$ cat src/logic/mips_pkg.sv
package mips_pkg;

	typedef enum logic [5:0] {
		OP_RTYPE = 6'h00,
		OP_BEQ   = 6'h04,
		OP_ADDI  = 6'h08,
		OP_LW    = 6'h23,
		OP_SW    = 6'h2B,
		OP_HALT  = 6'h3F
	} opcode_e;

	// ALU_ADD must stay zero so a bubble decodes as a harmless add
	typedef enum logic [2:0] {
		ALU_ADD,
		ALU_SUB,
		ALU_AND,
		ALU_OR,
		ALU_SLT
	} alu_op_e;

	localparam logic [5:0] FUNCT_ADD = 6'h20;
	localparam logic [5:0] FUNCT_SUB = 6'h22;
	localparam logic [5:0] FUNCT_AND = 6'h24;
	localparam logic [5:0] FUNCT_OR  = 6'h25;
	localparam logic [5:0] FUNCT_SLT = 6'h2A;

	// Word address, not byte address
	typedef struct packed {
		logic        we;
		logic [31:0] addr;
		logic [31:0] wdata;
	} mem_req_t;

	typedef struct packed {
		logic [31:0] instr;
		logic [31:0] next_pc;
	} if_id_t;

	typedef struct packed {
		logic [31:0] next_pc;
		logic [31:0] rd1;
		logic [31:0] rd2;
		logic [31:0] imm;
		logic [4:0]  rs;
		logic [4:0]  rt;
		logic [4:0]  rd;
		logic        reg_write;
		logic        memto_reg;
		logic        mem_write;
		logic        mem_read;
		logic        reg_dst;
		alu_op_e     alu_op;
		logic        alu_src;
		logic        branch;
		logic        halt;
	} id_ex_t;

	typedef struct packed {
		logic [31:0] alu_result;
		logic [31:0] store_data;
		logic [4:0]  dest;
		logic        reg_write;
		logic        memto_reg;
		logic        mem_read;
		logic        mem_write;
		logic        halt;
	} ex_mem_t;

	typedef struct packed {
		logic [31:0] wb_value;
		logic [4:0]  dest;
		logic        reg_write;
		logic        halt;
	} mem_wb_t;

endpackage

$ cat src/logic/fetch_unit.sv
`timescale 1ns/10ps

module fetch_unit
	import mips_pkg::*;
#(
	parameter int DATA_W = 32
)
(
	input  logic              clk,
	input  logic              reset,
	input  logic              hold,
	input  logic              redirect,
	input  logic [DATA_W-1:0] target,
	output logic              fetch_valid,
	input  logic              fetch_ready,
	output mem_req_t          fetch_req,
	input  logic [DATA_W-1:0] fetch_rdata,
	output if_id_t            if_id,
	output logic              bubble
);

	// Byte address
	logic [DATA_W-1:0] pc;
	logic [DATA_W-1:0] pc_plus4;
	logic              running;

	assign pc_plus4 = pc + DATA_W'(4);

	always_ff @(posedge clk)
	begin
		if (reset)
		begin
			pc <= '0;
			running <= 1'b0;
		end
		else
		begin
			running <= 1'b1;
			if (redirect)
				pc <= target;
			else if (fetch_ready && !hold)
				pc <= pc_plus4;
		end
	end

	// No request on redirect, the old pc is on the wrong path
	assign fetch_valid = running & ~redirect;

	always_comb
	begin
		fetch_req = '0;
		fetch_req.addr = {2'b00, pc[DATA_W-1:2]};
	end

	assign if_id.instr = fetch_rdata;
	assign if_id.next_pc = pc_plus4;
	assign bubble = ~fetch_ready;

endmodule

$ cat config.mk
export PLATFORM = sky130hd
export DESIGN_NAME = fetch_unit
export DESIGN_NICKNAME = d
export VERILOG_FILES = /design/src/logic/mips_pkg.sv /design/src/logic/fetch_unit.sv
export SDC_FILE = /design/constraint.sdc
export NUM_CORES = 1
export LEC_CHECK = 0
export BUFFER_PORTS_ARGS = -buffer_cell sky130_fd_sc_hd__buf_2
export CORE_ASPECT_RATIO = 0.8
export CORE_MARGIN = 8
export CORE_UTILIZATION = 35
export DETAILED_ROUTE_END_ITERATION = 7
export GPL_TIMING_DRIVEN = 1
export PLACE_DENSITY_LB_ADDON = 0.25
export SYNTH_ARGS = -nofsm -noshare
export SYNTH_HDL_FRONTEND = slang
export SYNTH_SLANG_ARGS = --single-unit
$ cat constraint.sdc
create_clock -name clk -period 4.4 [get_ports clk]
set_input_delay 0.22 -clock clk [delete_from_list [all_inputs] [get_ports clk]]
set_output_delay 0.22 -clock clk [all_outputs]
set_load 0.005 [all_outputs]
### Yosys cells after proc, flatten, opt, wreduce, memory -nomap -nowiden

Index checks and enable logic that the tools add are counted.

* register bits: 33
* bits in latches: 0
* bits in writable memories: 0
* ROM bits: 0
* bits of input ports: 69
* output and inout bits: 131
* logic and storage cells: 12
* memories: 0

* add/subtract/negate cells: 1
* multiply operators: 0
* div/mod/pow operators: 0
* order comparisons: 0
* equality and inequality tests: 0
* shift-type cells: 0
* multiplexer cells: 3
* bitwise gates (word level): 3
* reductions and logical operators: 3

Operators with widths (number)
* 32-bit 2-to-1 mux: 2
* 32-bit by 3-bit adder with 32-bit output, second input constant: 1
* 1-bit inverter: 2
* 2-bit nonzero test: 1
* 1-bit AND: 1
* 1-bit logical AND: 1
* 1-bit zero test: 1
* 1-bit 2-to-1 mux: 1

### Logic depth before layout (Yosys ltp)

Gate-level depths: netlist of the first run.

* depth after elaboration: 4
* mapped depth: 6
* gate-level depth less buffers: 5

### Worst setup path after synthesis of the first run

Ideal clock, no wire load.

* path type: reg2out
* start point: reg pc[3]
* end point: out if_id[26] in the netlist's numbering
* arrival time: 2.032 ns
* data required time: 4.180 ns
* path slack: 2.148 ns
* stages on the path, launching flop included: 7
* buffers on the path: 1
* path through: dfxtp_1 -> ha_1 -> nand3_1 -> nor4_2 -> buf_4 -> nand4_1 -> xnor2_1

RTL lines
* from (decl): RTL line fetch_unit.sv:23 `logic [DATA_W-1:0] pc;`
* from (signal assigned): RTL line fetch_unit.sv:40 `pc <= target;`
* from (signal assigned): RTL line fetch_unit.sv:42 `pc <= pc_plus4;`
* to (decl): RTL line fetch_unit.sv:18 `output if_id_t if_id,`

==> impl_metrics.env, run 1 <==
export IMPL_cellInternalPower_uw=499.6
export IMPL_share_of_cells_above_drive_strength_1_pct=26.38
export IMPL_grt_pass1_wl_um=14280
export IMPL_yosysSeqAreaShare_pct=22.60
export IMPL_total_leakage_power_nw=1.401
export IMPL_finalSetupTns_ns=0
export IMPL_cts_resized_gates=0
export IMPL_clk_latency_ns=0.29
export IMPL_ys_ff_latch=33
export IMPL_post_synth_inst_count=387
export IMPL_design_area_um2=3172
export IMPL_core_rowCount=29
export IMPL_wl_per_cell_um=16.67
export IMPL_drc_errors=0
export IMPL_io_buffers=100
export IMPL_worstMarginPinSlew_ns=1.291
export IMPL_post_dp_hpwl_um=6817
export IMPL_pwr_density_nw_per_um2=235.3
export IMPL_floorplan_core_area_um2=8019
export IMPL_seqPwrFrac_pct=48.2
export IMPL_cp_required_ns=4.18
export IMPL_pre_antenna_drt_iters=4
export IMPL_grt_start_max_net_pins=45
export IMPL_grt_ovfl_total=0
export IMPL_synth_enable_flop_cells=0
export IMPL_startpoint="pc[2]$_SDFFE_PP0N_"
export IMPL_grt_pass1_vias=2691
export IMPL_r2r_cells=4
export IMPL_yosys_most_used_dff="sky130_fd_sc_hd__dfxtp_1"
export IMPL_drv_max_cap_violation_count=0
export IMPL_ir_worst_vdd_mv=0.1073
export IMPL_globalplace_congestion=0.8413
export IMPL_post_route_period_util_pct=60.51
export IMPL_ioPinCount=200
export IMPL_synth_avg_cell_area_um2=7.552
export IMPL_clock_power_share_pct=31.5
export IMPL_end_kind="output port"
export IMPL_worst_hold_slack_ns=0.1671
export IMPL_post_cts_hold_buffer_count=0
export IMPL_clock_sinks=33
export IMPL_post_synth_num_cell_types=49
export IMPL_finish_net_count=505
export IMPL_place_ws_ns=1.911
export IMPL_max_slew_violations=0
export IMPL_numCtsBuffers=5
export IMPL_crit_path_start_kind="flip-flop"
export IMPL_clock_root_buffer="sky130_fd_sc_hd__clkbuf_8"
export IMPL_tritoncts="done"
export IMPL_fin_skew_ns=0.003189
export IMPL_insertedDiodeCount=0
export IMPL_cts_htree_levels=2
export IMPL_holdCritPathClass="in -> reg"
export IMPL_final_critical_path_setup_slack_ns=1.738
export IMPL_clock_path_buffers=2
export IMPL_worst_r2r_startpoint="pc[20]$_SDFFE_PP0N_"
export IMPL_initialDrtViolationCount=148
export IMPL_holdPathStages=2
export IMPL_max_freq_mhz=375.6
export IMPL_p_sw_uw=246.5
export IMPL_grt_antenna_before_repair=0
export IMPL_hold_viol_final=0
export IMPL_power_switching_share_pct=33.04
export IMPL_overall_die_area_um2=11550
export IMPL_antenna_left=0
export IMPL_arrival_ns=2.44
export IMPL_groute_usage_overall_pct=14.90
export IMPL_floorplan_die_width_um=118.2
export IMPL_area_growth_synth_to_final_pct=8.519
export IMPL_run_status="complete, no violations"
export IMPL_yosysWarningCount=0
export IMPL_cts_post_setup_buffers_inserted=0
export IMPL_clk_pin_slew_worst_paths_ns=0.07
export IMPL_post_route_min_period_ns=2.662
export IMPL_via_count=2801
export IMPL_setup_violations_final=0
export IMPL_worstPathMaxFanout=19
export IMPL_routed_wl_um=9067
export IMPL_timing_hold_worst_start="target[4]"
export IMPL_die_boundary_height_um=97.74
export IMPL_timing_worst_setup_path_type="reg -> out"
export IMPL_synthArstFlopShare_pct=0
export IMPL_power_share_combinational_pct=20.3
export IMPL_place_area_um2=3085
export IMPL_remaining_max_slew_budget_at_the_tightest_pin_pct=13.81
export IMPL_floorplan_initialDensity_pct=36.45
export IMPL_setup_repair_after_global_routing_missed_its_margin="false"
export IMPL_vias_per_cell=5.149
export IMPL_synth_area_um2=2923
metal layers:
layer	vias to the layer above	global-route usage [%]	part of all wire [%]
met5	-	0	0
met4	0	4.519	1.7
met3	13	5.754	9.7
met2	151	21.15	42
met1	1270	20.19	46
li1	1367	-	-
critical path, cell delays in order, from the launching register on:
cell,delay [ns]
sky130_fd_sc_hd__dfxtp_1,0.43
sky130_fd_sc_hd__ha_1,0.24
sky130_fd_sc_hd__nand3_1,0.37
sky130_fd_sc_hd__nor4_2,0.37
sky130_fd_sc_hd__buf_4,0.27
sky130_fd_sc_hd__nand4_1,0.18
sky130_fd_sc_hd__xnor2_1,0.16
sky130_fd_sc_hd__buf_2,0.13
worst paths after layout:
| check | slack, ns | to |
|---|---|---|
| max reg2reg | 2.15 | pc[27]$_SDFFE_PP0N_ |
| min reg2reg | 0.49 | pc[1]$_SDFFE_PP0P_ |
| min | 0.17 | pc[4]$_SDFFE_PP0N_ |
| max | 1.74 | if_id[26] |
Yosys cell counts (2+ instances only):
| library cell | instances | area [µm²] |
|---|---|---|
| sky130_fd_sc_hd__a21oi_1 | 5 | 25.02 |
| sky130_fd_sc_hd__buf_2 | 4 | 20.02 |
| sky130_fd_sc_hd__nor4_1 | 7 | 43.79 |
| sky130_fd_sc_hd__nand2_1 | 30 | 112.6 |
| sky130_fd_sc_hd__a2111oi_0 | 5 | 43.79 |
| sky130_fd_sc_hd__o221ai_1 | 3 | 26.28 |
| sky130_fd_sc_hd__clkbuf_1 | 20 | 75.07 |
| sky130_fd_sc_hd__nor3_1 | 11 | 55.05 |
| sky130_fd_sc_hd__xor2_1 | 14 | 122.6 |
| sky130_fd_sc_hd__and4_1 | 10 | 87.58 |
| sky130_fd_sc_hd__a211oi_1 | 13 | 97.59 |
| sky130_fd_sc_hd__dfxtp_1 | 33 | 660.6 |
| sky130_fd_sc_hd__mux2i_1 | 2 | 20.02 |
| sky130_fd_sc_hd__or4_1 | 4 | 30.03 |
| sky130_fd_sc_hd__nand3_1 | 15 | 75.07 |
| sky130_fd_sc_hd__xnor2_1 | 23 | 201.4 |
| sky130_fd_sc_hd__o21ai_0 | 6 | 30.03 |
| sky130_fd_sc_hd__nor2b_1 | 2 | 12.51 |
| sky130_fd_sc_hd__o211ai_1 | 5 | 37.54 |
| sky130_fd_sc_hd__o21a_1 | 2 | 15.01 |
| sky130_fd_sc_hd__inv_1 | 12 | 45.04 |
| sky130_fd_sc_hd__or3_1 | 4 | 25.02 |
| sky130_fd_sc_hd__nand2b_1 | 3 | 18.77 |
| sky130_fd_sc_hd__and3_1 | 5 | 31.28 |
| sky130_fd_sc_hd__and2_1 | 7 | 43.79 |
| sky130_fd_sc_hd__nor4_2 | 2 | 25.02 |
| sky130_fd_sc_hd__a311oi_1 | 5 | 43.79 |
| sky130_fd_sc_hd__buf_4 | 68 | 510.5 |
| sky130_fd_sc_hd__a31oi_1 | 6 | 37.54 |
| sky130_fd_sc_hd__nor2_1 | 31 | 116.4 |
| sky130_fd_sc_hd__nand4_1 | 12 | 75.07 |
stage by stage:
step,power [mW],std cells,utilization (%)
finish,0.7462,544,39.55
floorplan,0.4876,421,-
CTS,0.7554,544,39.55
global placement,0.5162,536,38.48
global route,0.7983,544,39.55
detailed placement,0.5186,536,38.48
final cells by class:
| cell class | count | area, µm² |
|---|---|---|
| tap | 108 | 135.1 |
| fill | 895 | 4847 |
| clock inverter | 3 | 17.52 |
| clock buffer | 5 | 68.82 |
| multi-input combinational | 282 | 1737 |
| inverter | 12 | 45.04 |
| sequential | 33 | 660.6 |
| timing repair buffer | 101 | 508.0 |
kinds of logic (layout without fill, tap and decap cells):
group,count (synthesis),in the layout,share of synthesized area [%]
simple gates,149,149,27.87
buf+inv,106,121,22.56
compound gates,58,58,14.64
xor+xnor,37,37,11.09
flops,33,33,22.60
mux,2,2,0.6850
fa+ha+maj,1,1,0.4280
other cells,1,35,0.1283
cell usage in the layout (no fill, tap or decap), types with 4 or more instances in the layout:
| cell type | Yosys | routed |
|---|---|---|
| sky130_fd_sc_hd__inv_1 | 12 | 12 |
| sky130_fd_sc_hd__o21ai_0 | 6 | 6 |
| sky130_fd_sc_hd__a2111oi_0 | 5 | 5 |
| sky130_fd_sc_hd__and4_1 | 10 | 10 |
| sky130_fd_sc_hd__nor3_1 | 11 | 11 |
| sky130_fd_sc_hd__or4_1 | 4 | 4 |
| sky130_fd_sc_hd__a311oi_1 | 5 | 5 |
| sky130_fd_sc_hd__a31oi_1 | 6 | 6 |
| sky130_fd_sc_hd__nand3_1 | 15 | 15 |
| sky130_fd_sc_hd__o211ai_1 | 5 | 5 |
| sky130_fd_sc_hd__conb_1 | 1 | 35 |
| sky130_fd_sc_hd__nand2_1 | 30 | 30 |
| sky130_fd_sc_hd__dfxtp_1 | 33 | 33 |
| sky130_fd_sc_hd__or3_1 | 4 | 4 |
| sky130_fd_sc_hd__a211oi_1 | 13 | 13 |
| sky130_fd_sc_hd__and2_1 | 7 | 7 |
| sky130_fd_sc_hd__and3_1 | 5 | 5 |
| sky130_fd_sc_hd__nand4_1 | 12 | 12 |
| sky130_fd_sc_hd__clkbuf_8 | 0 | 5 |
| sky130_fd_sc_hd__buf_2 | 4 | 100 |
| sky130_fd_sc_hd__nor2_1 | 31 | 31 |
| sky130_fd_sc_hd__a21oi_1 | 5 | 5 |
| sky130_fd_sc_hd__xnor2_1 | 23 | 23 |
| sky130_fd_sc_hd__xor2_1 | 14 | 14 |
| sky130_fd_sc_hd__nor4_1 | 7 | 7 |
sequential cells by signal, summed over array words and instances, names as in the netlist:
name	flops
pc	32
running	1
power groups by stage:
stage,logic [mW],clock network (mW),registers (mW)
detailed placement,0.153,0,0.366
CTS,0.153,0.243,0.359
global placement,0.151,0,0.365
finish,0.152,0.235,0.359
global route,0.170,0.263,0.365
floorplan,0.138,0,0.350
(Power assumes the default switching activity.)
==> run 2, diff against run 1 <==
- clock period: 4.4 -> 2.5 ns (I/O delays scaled with it)
==> impl_metrics.env, run 2 (synthesized netlist as in run 1, its figures left out) <==
export IMPL_timing_worst_setup_path_type="reg -> out"
export IMPL_crit_path_start_kind="flip-flop"
export IMPL_io_buffers=100
export IMPL_total_leakage_power_nw=1.501
export IMPL_clock_power_share_pct=36.9
export IMPL_post_route_min_period_ns=2.295
export IMPL_area_growth_synth_to_final_pct=14.00
export IMPL_tritoncts="done"
export IMPL_layout_cells_most_common="sky130_fd_sc_hd__buf_2"
export IMPL_core_rowCount=29
export IMPL_drc_errors=0
export IMPL_layout_common_cells="100 x sky130_fd_sc_hd__buf_2, 35 x sky130_fd_sc_hd__conb_1, 32 x sky130_fd_sc_hd__dfxtp_1, 31 x sky130_fd_sc_hd__nor2_1, 30 x sky130_fd_sc_hd__nand2_1"
export IMPL_routed_wl_um=9353
export IMPL_post_dp_hpwl_um=7122
export IMPL_clock_root_buffer="sky130_fd_sc_hd__clkbuf_8"
export IMPL_insertedDiodeCount=0
export IMPL_grt_ovfl_total=0
export IMPL_critical_path_cell_chain="nand4_1, or4_1, nor2_1, xor2_1, buf_2"
export IMPL_grt_pass1_vias=2883
export IMPL_timing_critical_path_slowest_stage_cell="sky130_fd_sc_hd__or4_1"
export IMPL_initialDrtViolationCount=141
export IMPL_critical_path_top_delay_family="simple AND/OR/NAND/NOR gates"
export IMPL_holdCritPathClass="in -> reg"
export IMPL_setup_repair_after_global_routing_missed_its_margin="false"
export IMPL_end_kind="output port"
export IMPL_via_count=2826
export IMPL_floorplan_initialDensity_pct=36.45
export IMPL_remaining_max_slew_budget_at_the_tightest_pin_pct=52.81
export IMPL_cellInternalPower_mw=1.022
export IMPL_clk_pin_slew_worst_paths_ns=0.08
export IMPL_ir_worst_vdd_mv=0.2264
export IMPL_final_cells=560
export IMPL_grt_pass1_wl_um=15040
export IMPL_p_sw_uw=427.7
export IMPL_floorplan_die_width_um=118.2
export IMPL_critical_path_max_stage_delay_ns=0.65
export IMPL_finalSetupTns_ns=0
export IMPL_max_flop_register="pc"
export IMPL_pre_antenna_drt_iters=5
export IMPL_share_of_cells_above_drive_strength_1_pct=29.42
export IMPL_worstPathBufferInverterCount=1
export IMPL_fin_skew_ns=0.009447
export IMPL_power_switching_share_pct=29.51
export IMPL_clk_latency_ns=0.29
export IMPL_grt_start_max_net_pins=43
export IMPL_arrival_ns=2.17
export IMPL_post_route_period_util_pct=91.80
export IMPL_placed_cells=548
export IMPL_globalplace_congestion=0.8686
export IMPL_antenna_left=0
export IMPL_run_status="complete, no violations"
export IMPL_grt_antenna_before_repair=0
export IMPL_overall_die_area_um2=11550
export IMPL_vias_per_cell=5.046
export IMPL_worstMarginPinSlew_ns=0.7060
export IMPL_largest_register_ff_count=32
export IMPL_max_freq_mhz=435.7
export IMPL_floorplan_core_area_um2=8019
export IMPL_finish_net_count=521
export IMPL_top_regs="pc x32, running x1"
export IMPL_max_slew_violations=0
export IMPL_ioPinCount=200
export IMPL_layout_area_seq_um2=661.9
export IMPL_clock_path_buffers=2
export IMPL_cp_required_ns=2.38
export IMPL_numCtsBuffers=5
export IMPL_setup_violations_final=0
export IMPL_wl_per_cell_um=16.70
export IMPL_post_cts_hold_buffer_count=0
export IMPL_die_boundary_height_um=97.74
export IMPL_clock_sinks=33
export IMPL_cts_htree_levels=2
export IMPL_power_share_combinational_pct=20.1
export IMPL_nFillCells=851
export IMPL_worstPathMaxFanout=9
export IMPL_multi_input_comb_area_um2=1745
export IMPL_pwr_density_nw_per_um2=435.0
export IMPL_groute_usage_overall_pct=15.68
export IMPL_drv_max_cap_violation_count=0
export IMPL_hold_viol_final=0
export IMPL_seqPwrFrac_pct=43.1
run 2: cell count changes in the layout (fill, tap and decap cells not counted):
cell,change
sky130_fd_sc_hd__nor3_1,-1
sky130_fd_sc_hd__clkinv_2,-2
sky130_fd_sc_hd__dfxtp_2,+1
sky130_fd_sc_hd__dfxtp_1,-1
sky130_fd_sc_hd__clkbuf_1,+1
sky130_fd_sc_hd__clkinvlp_4,-1
sky130_fd_sc_hd__or4_1,-1
sky130_fd_sc_hd__nor3_2,+1
sky130_fd_sc_hd__bufinv_16,+1
sky130_fd_sc_hd__clkbuf_8,+1
sky130_fd_sc_hd__buf_4,+16
sky130_fd_sc_hd__or4_4,+1
run 2: metrics by stage:
stage	worst slack [ns]	hold WS [ns]	instance area [µm²]	total power [mW]	utilization [%]
2_1_floorplan	0.3426	0.2628	3050	0.8582	-
6_report	0.2049	0.07311	3332	1.449	41.55
3_3_place_gp	0.4455	0.2500	3176	0.9213	39.60
3_5_place_dp	0.3496	0.2500	3176	0.9264	39.60
5_1_grt	0.04097	0.06957	3332	1.542	41.55
4_1_cts	0.1087	0.05987	3292	1.470	41.05
run 2: power by group through the flow:
stage          Combinational, mW  Sequential, mW  Clock [mW]
2_1_floorplan              0.242           0.616           0
3_3_place_gp               0.291           0.630           0
3_5_place_dp               0.292           0.634           0
4_1_cts                    0.294           0.622       0.553
5_1_grt                    0.326           0.631       0.584
6_report                   0.291           0.624       0.534
run 2: what timing repair did:
action                                 in CTS  in global routing
resized for setup                           0                  3
endpoints found under the hold margin       0                  0
setup buffers                               0                  4
setup endpoints to repair                   0                  3
run 2: path summary, 6_finish.rpt:
| check | end | startpoint | slack [ns] | cells after the start |
|---|---|---|---|---|
| worst max-delay path | if_id[21] | pc[16]$_SDFFE_PP0N_ | 0.20 | 5 |
| worst min-delay path | pc[2]$_SDFFE_PP0N_ | target[2] | 0.07 | 3 |
| worst max register to register | pc[17]$_SDFFE_PP0N_ | pc[4]$_SDFFE_PP0N_ | 0.39 | 4 |
| worst min register to register | pc[1]$_SDFFE_PP0P_ | pc[1]$_SDFFE_PP0P_ | 0.51 | 2 |
run 2: final cells by class:
class / count / area share (%)
Multi-Input combinational cell: 282 / 52.38
Sequential cell: 33 / 19.86
Timing Repair Buffer: 117 / 18.85
Tap cell: 108 / 4.056
Clock buffer: 7 / 2.591
Inverter: 12 / 1.352
Clock inverter: 1 / 0.9012
run 2: metal layers:
layer	part of all wire [%]	vias up	track usage [%]
met5	0	-	0
met4	0.66	0	3.438
met3	8.3	9	5.236
met2	44	124	24.42
met1	47	1301	20.53
li1	-	1392	-
run 2: worst reg2reg max path: stages, from the launching register on:
cell and delay [ns]:
sky130_fd_sc_hd__dfxtp_1 0.47, sky130_fd_sc_hd__nand4_1 0.30, sky130_fd_sc_hd__or4_4 0.64, sky130_fd_sc_hd__or3_1 0.36
sky130_fd_sc_hd__a311oi_1 0.25
==> run 3, diff against run 2 <==
- ABC_AREA: not set -> 1
- GPL_ROUTABILITY_DRIVEN: not set -> 1
- RECOVER_POWER: not set -> 100
==> impl_metrics.env, run 3 <==
export IMPL_run_status="complete, but fails checks"
export IMPL_violations="max-capacitance violations, max-slew violations"
export IMPL_clock_path_buffers=2
export IMPL_worstMarginPinSlew_ns=1.526
export IMPL_grt_ovfl_total=0
export IMPL_ys_ff_latch=33
export IMPL_antenna_left=0
export IMPL_numCtsBuffers=5
export IMPL_placed_cells=604
export IMPL_final_util_pct=38.57
export IMPL_yosysSeqAreaShare_pct=23.38
export IMPL_top_regs="pc x32, running x1"
export IMPL_grt_pass1_vias=2786
export IMPL_post_dp_hpwl_um=6751
export IMPL_crit_path_start_kind="flip-flop"
export IMPL_synthTopCellsByCount="137 x sky130_fd_sc_hd__nand2_1, 68 x sky130_fd_sc_hd__buf_4, 48 x sky130_fd_sc_hd__inv_1"
export IMPL_finish_net_count=573
export IMPL_yosysWarningCount=0
export IMPL_post_route_min_period_ns=2.121
export IMPL_floorplan_die_width_um=116.5
export IMPL_cts_resized_gates=0
export IMPL_ioPinCount=200
export IMPL_worst_hold_slack_ns=0.06107
export IMPL_ir_worst_vdd_mv=0.2203
export IMPL_final_cells=612
export IMPL_wl_per_cell_um=13.87
export IMPL_via_count=2644
export IMPL_initialDrtViolationCount=124
export IMPL_pwr_density_nw_per_um2=434.0
export IMPL_routed_wl_um=8489
export IMPL_power_total_mw=1.318
export IMPL_grt_start_max_net_pins=36
export IMPL_cts_htree_levels=2
export IMPL_synthArstFlopShare_pct=0
export IMPL_setup_repair_after_global_routing_missed_its_margin="false"
export IMPL_power_switching_share_pct=31.12
export IMPL_cellInternalPower_uw=907.7
export IMPL_die_boundary_height_um=96.36
export IMPL_tritoncts="done"
export IMPL_pre_antenna_drt_iters=5
export IMPL_post_cts_hold_buffer_count=0
export IMPL_cts_post_setup_buffers_inserted=0
export IMPL_floorplan_core_area_um2=7874
export IMPL_insertedDiodeCount=0
export IMPL_grt_antenna_before_repair=0
export IMPL_hold_viol_final=0
export IMPL_yosysTopAreaCellShare_pct=23.38
export IMPL_overall_die_area_um2=11220
export IMPL_layout_cells_most_common="sky130_fd_sc_hd__nand2_1"
export IMPL_synth_area_um2=2825
export IMPL_layout_common_cells="137 x sky130_fd_sc_hd__nand2_1, 55 x sky130_fd_sc_hd__buf_2, 49 x sky130_fd_sc_hd__inv_1, 44 x sky130_fd_sc_hd__clkbuf_1, 38 x sky130_fd_sc_hd__nor2_1"
export IMPL_fin_skew_ns=0.005769
export IMPL_cell_with_the_most_instances_after_synthesis="sky130_fd_sc_hd__nand2_1"
export IMPL_vias_per_cell=4.320
export IMPL_groute_usage_overall_pct=15.05
export IMPL_globalplace_congestion=0.8393
export IMPL_reg2reg_setup_slack_ns=0.65
export IMPL_clock_power_share_pct=35.4
export IMPL_synth_avg_cell_area_um2=6.436
export IMPL_drc_errors=0
export IMPL_post_synth_num_cell_types=27
export IMPL_power_share_combinational_pct=19.0
export IMPL_holdCritPathClass="in -> reg"
export IMPL_clk_latency_ns=0.29
export IMPL_max_slew_violations=31
export IMPL_seqPwrFrac_pct=45.6
export IMPL_core_rowCount=29
export IMPL_post_route_period_util_pct=84.84
export IMPL_synth_enable_flop_cells=0
export IMPL_drv_max_cap_violation_count=1
export IMPL_cp_required_ns=2.38
export IMPL_total_leakage_power_nw=1.402
export IMPL_max_freq_mhz=471.5
export IMPL_clock_root_buffer="sky130_fd_sc_hd__clkbuf_8"
export IMPL_floorplan_initialDensity_pct=35.88
export IMPL_end_kind="output port"
export IMPL_max_flop_register="pc"
export IMPL_arrival_ns=2.00
export IMPL_yosys_most_used_dff="sky130_fd_sc_hd__dfxtp_1"
export IMPL_area_growth_synth_to_final_pct=7.484
export IMPL_setup_violations_final=0
export IMPL_grt_pass1_wl_um=13500
export IMPL_finalSetupTns_ns=0
export IMPL_io_buffers=100
export IMPL_largest_register_ff_count=32
export IMPL_clock_sinks=33
export IMPL_post_synth_inst_count=439
export IMPL_p_sw_uw=410.2
export IMPL_remaining_max_slew_budget_at_the_tightest_pin_pct=-1.764
export IMPL_worstPathMaxFanout=4
export IMPL_clk_pin_slew_worst_paths_ns=0.07
export IMPL_synth_area_top_cells="sky130_fd_sc_hd__dfxtp_1 23%, sky130_fd_sc_hd__nand2_1 18%, sky130_fd_sc_hd__buf_4 18%"
export IMPL_timing_worst_setup_path_type="reg -> out"
export IMPL_synth_largest_area_cell="sky130_fd_sc_hd__dfxtp_1"
export IMPL_share_of_cells_above_drive_strength_1_pct=15.87
-- run 3: cell types whose count changed in the layout (fill, tap and decap cells not counted), moves of 13 or more --
| cell | before | now |
|---|---|---|
| sky130_fd_sc_hd__inv_1 | 12 | 49 |
| sky130_fd_sc_hd__buf_2 | 100 | 55 |
| sky130_fd_sc_hd__clkbuf_1 | 1 | 44 |
| sky130_fd_sc_hd__a211oi_1 | 13 | 0 |
| sky130_fd_sc_hd__a21oi_1 | 5 | 21 |
| sky130_fd_sc_hd__xnor2_1 | 23 | 4 |
| sky130_fd_sc_hd__buf_4 | 17 | 1 |
| sky130_fd_sc_hd__nand2_1 | 30 | 137 |
-- run 3: per-stage QoR --
stage | worst slack (ns) | cell area, µm²
after detailed placement | 0.7600 | 3060
after global placement | 0.8090 | 3060
final | 0.3790 | 3037
after floorplan | 1.028 | 2953
after CTS | 0.5116 | 3162
after global routing | 0.1616 | 3037
-- run 3: logic make-up after synthesis --
| logic type | after synthesis | share of synthesized area [%] |
|---|---|---|
| and+or+nand+nor | 205 | 32.11 |
| buffers and inverters | 128 | 26.26 |
| xor gates and xnor gates | 15 | 6.244 |
| DFF | 33 | 23.38 |
| AOI/OAI and AO/OA | 56 | 11.43 |
| adders and majority gates | 1 | 0.4428 |
| other | 1 | 0.1327 |
-- run 3: power groups by stage --
stage	Sequential [mW]	Combinational, mW	Clock [mW]
after floorplan	0.607	0.222	0
after global placement	0.612	0.265	0
after detailed placement	0.614	0.266	0
final	0.601	0.250	0.467
after CTS	0.602	0.267	0.477
after global routing	0.608	0.290	0.505
-- run 3: cell type report --
class	count	area [µm²]
Timing Repair Buffer	102	471.7
Multi-Input combinational cell	312	1484
Inverter	49	183.9
Tap cell	108	135.1
Fill cell	914	4837
Clock buffer	7	96.34
Sequential cell	33	660.6
Clock inverter	1	5.005
-- run 3: metal layers --
layer	part of all wire (%)	wire [µm]	up-vias	global-route usage, %
met3	9.6	812	4	5.455
met1	46	3927	1167	18.63
met5	0	0	-	0
li1	-	-	1377	-
met4	0.22	19	0	2.691
met2	44	3730	96	24.87
-- run 3: path summary, 6_finish.rpt --
path                 startpoint                   to  cells past startpoint
max          pc[3]$_SDFFE_PP0N_            if_id[14]                      7
min                   target[1]   pc[1]$_SDFFE_PP0P_                      3
max reg2reg  pc[4]$_SDFFE_PP0N_  pc[29]$_SDFFE_PP0N_                      9
min reg2reg  pc[2]$_SDFFE_PP0N_   pc[2]$_SDFFE_PP0N_                      2
-- run 3: worst max-delay path: stages, from the launching register on --
cell and delay (ns):
sky130_fd_sc_hd__dfxtp_1 0.39, sky130_fd_sc_hd__ha_1 0.23, sky130_fd_sc_hd__nand2_1 0.08, sky130_fd_sc_hd__nor2_1 0.26
sky130_fd_sc_hd__nand2_4 0.11, sky130_fd_sc_hd__nor2_1 0.22, sky130_fd_sc_hd__xor2_1 0.27, sky130_fd_sc_hd__clkbuf_1 0.16
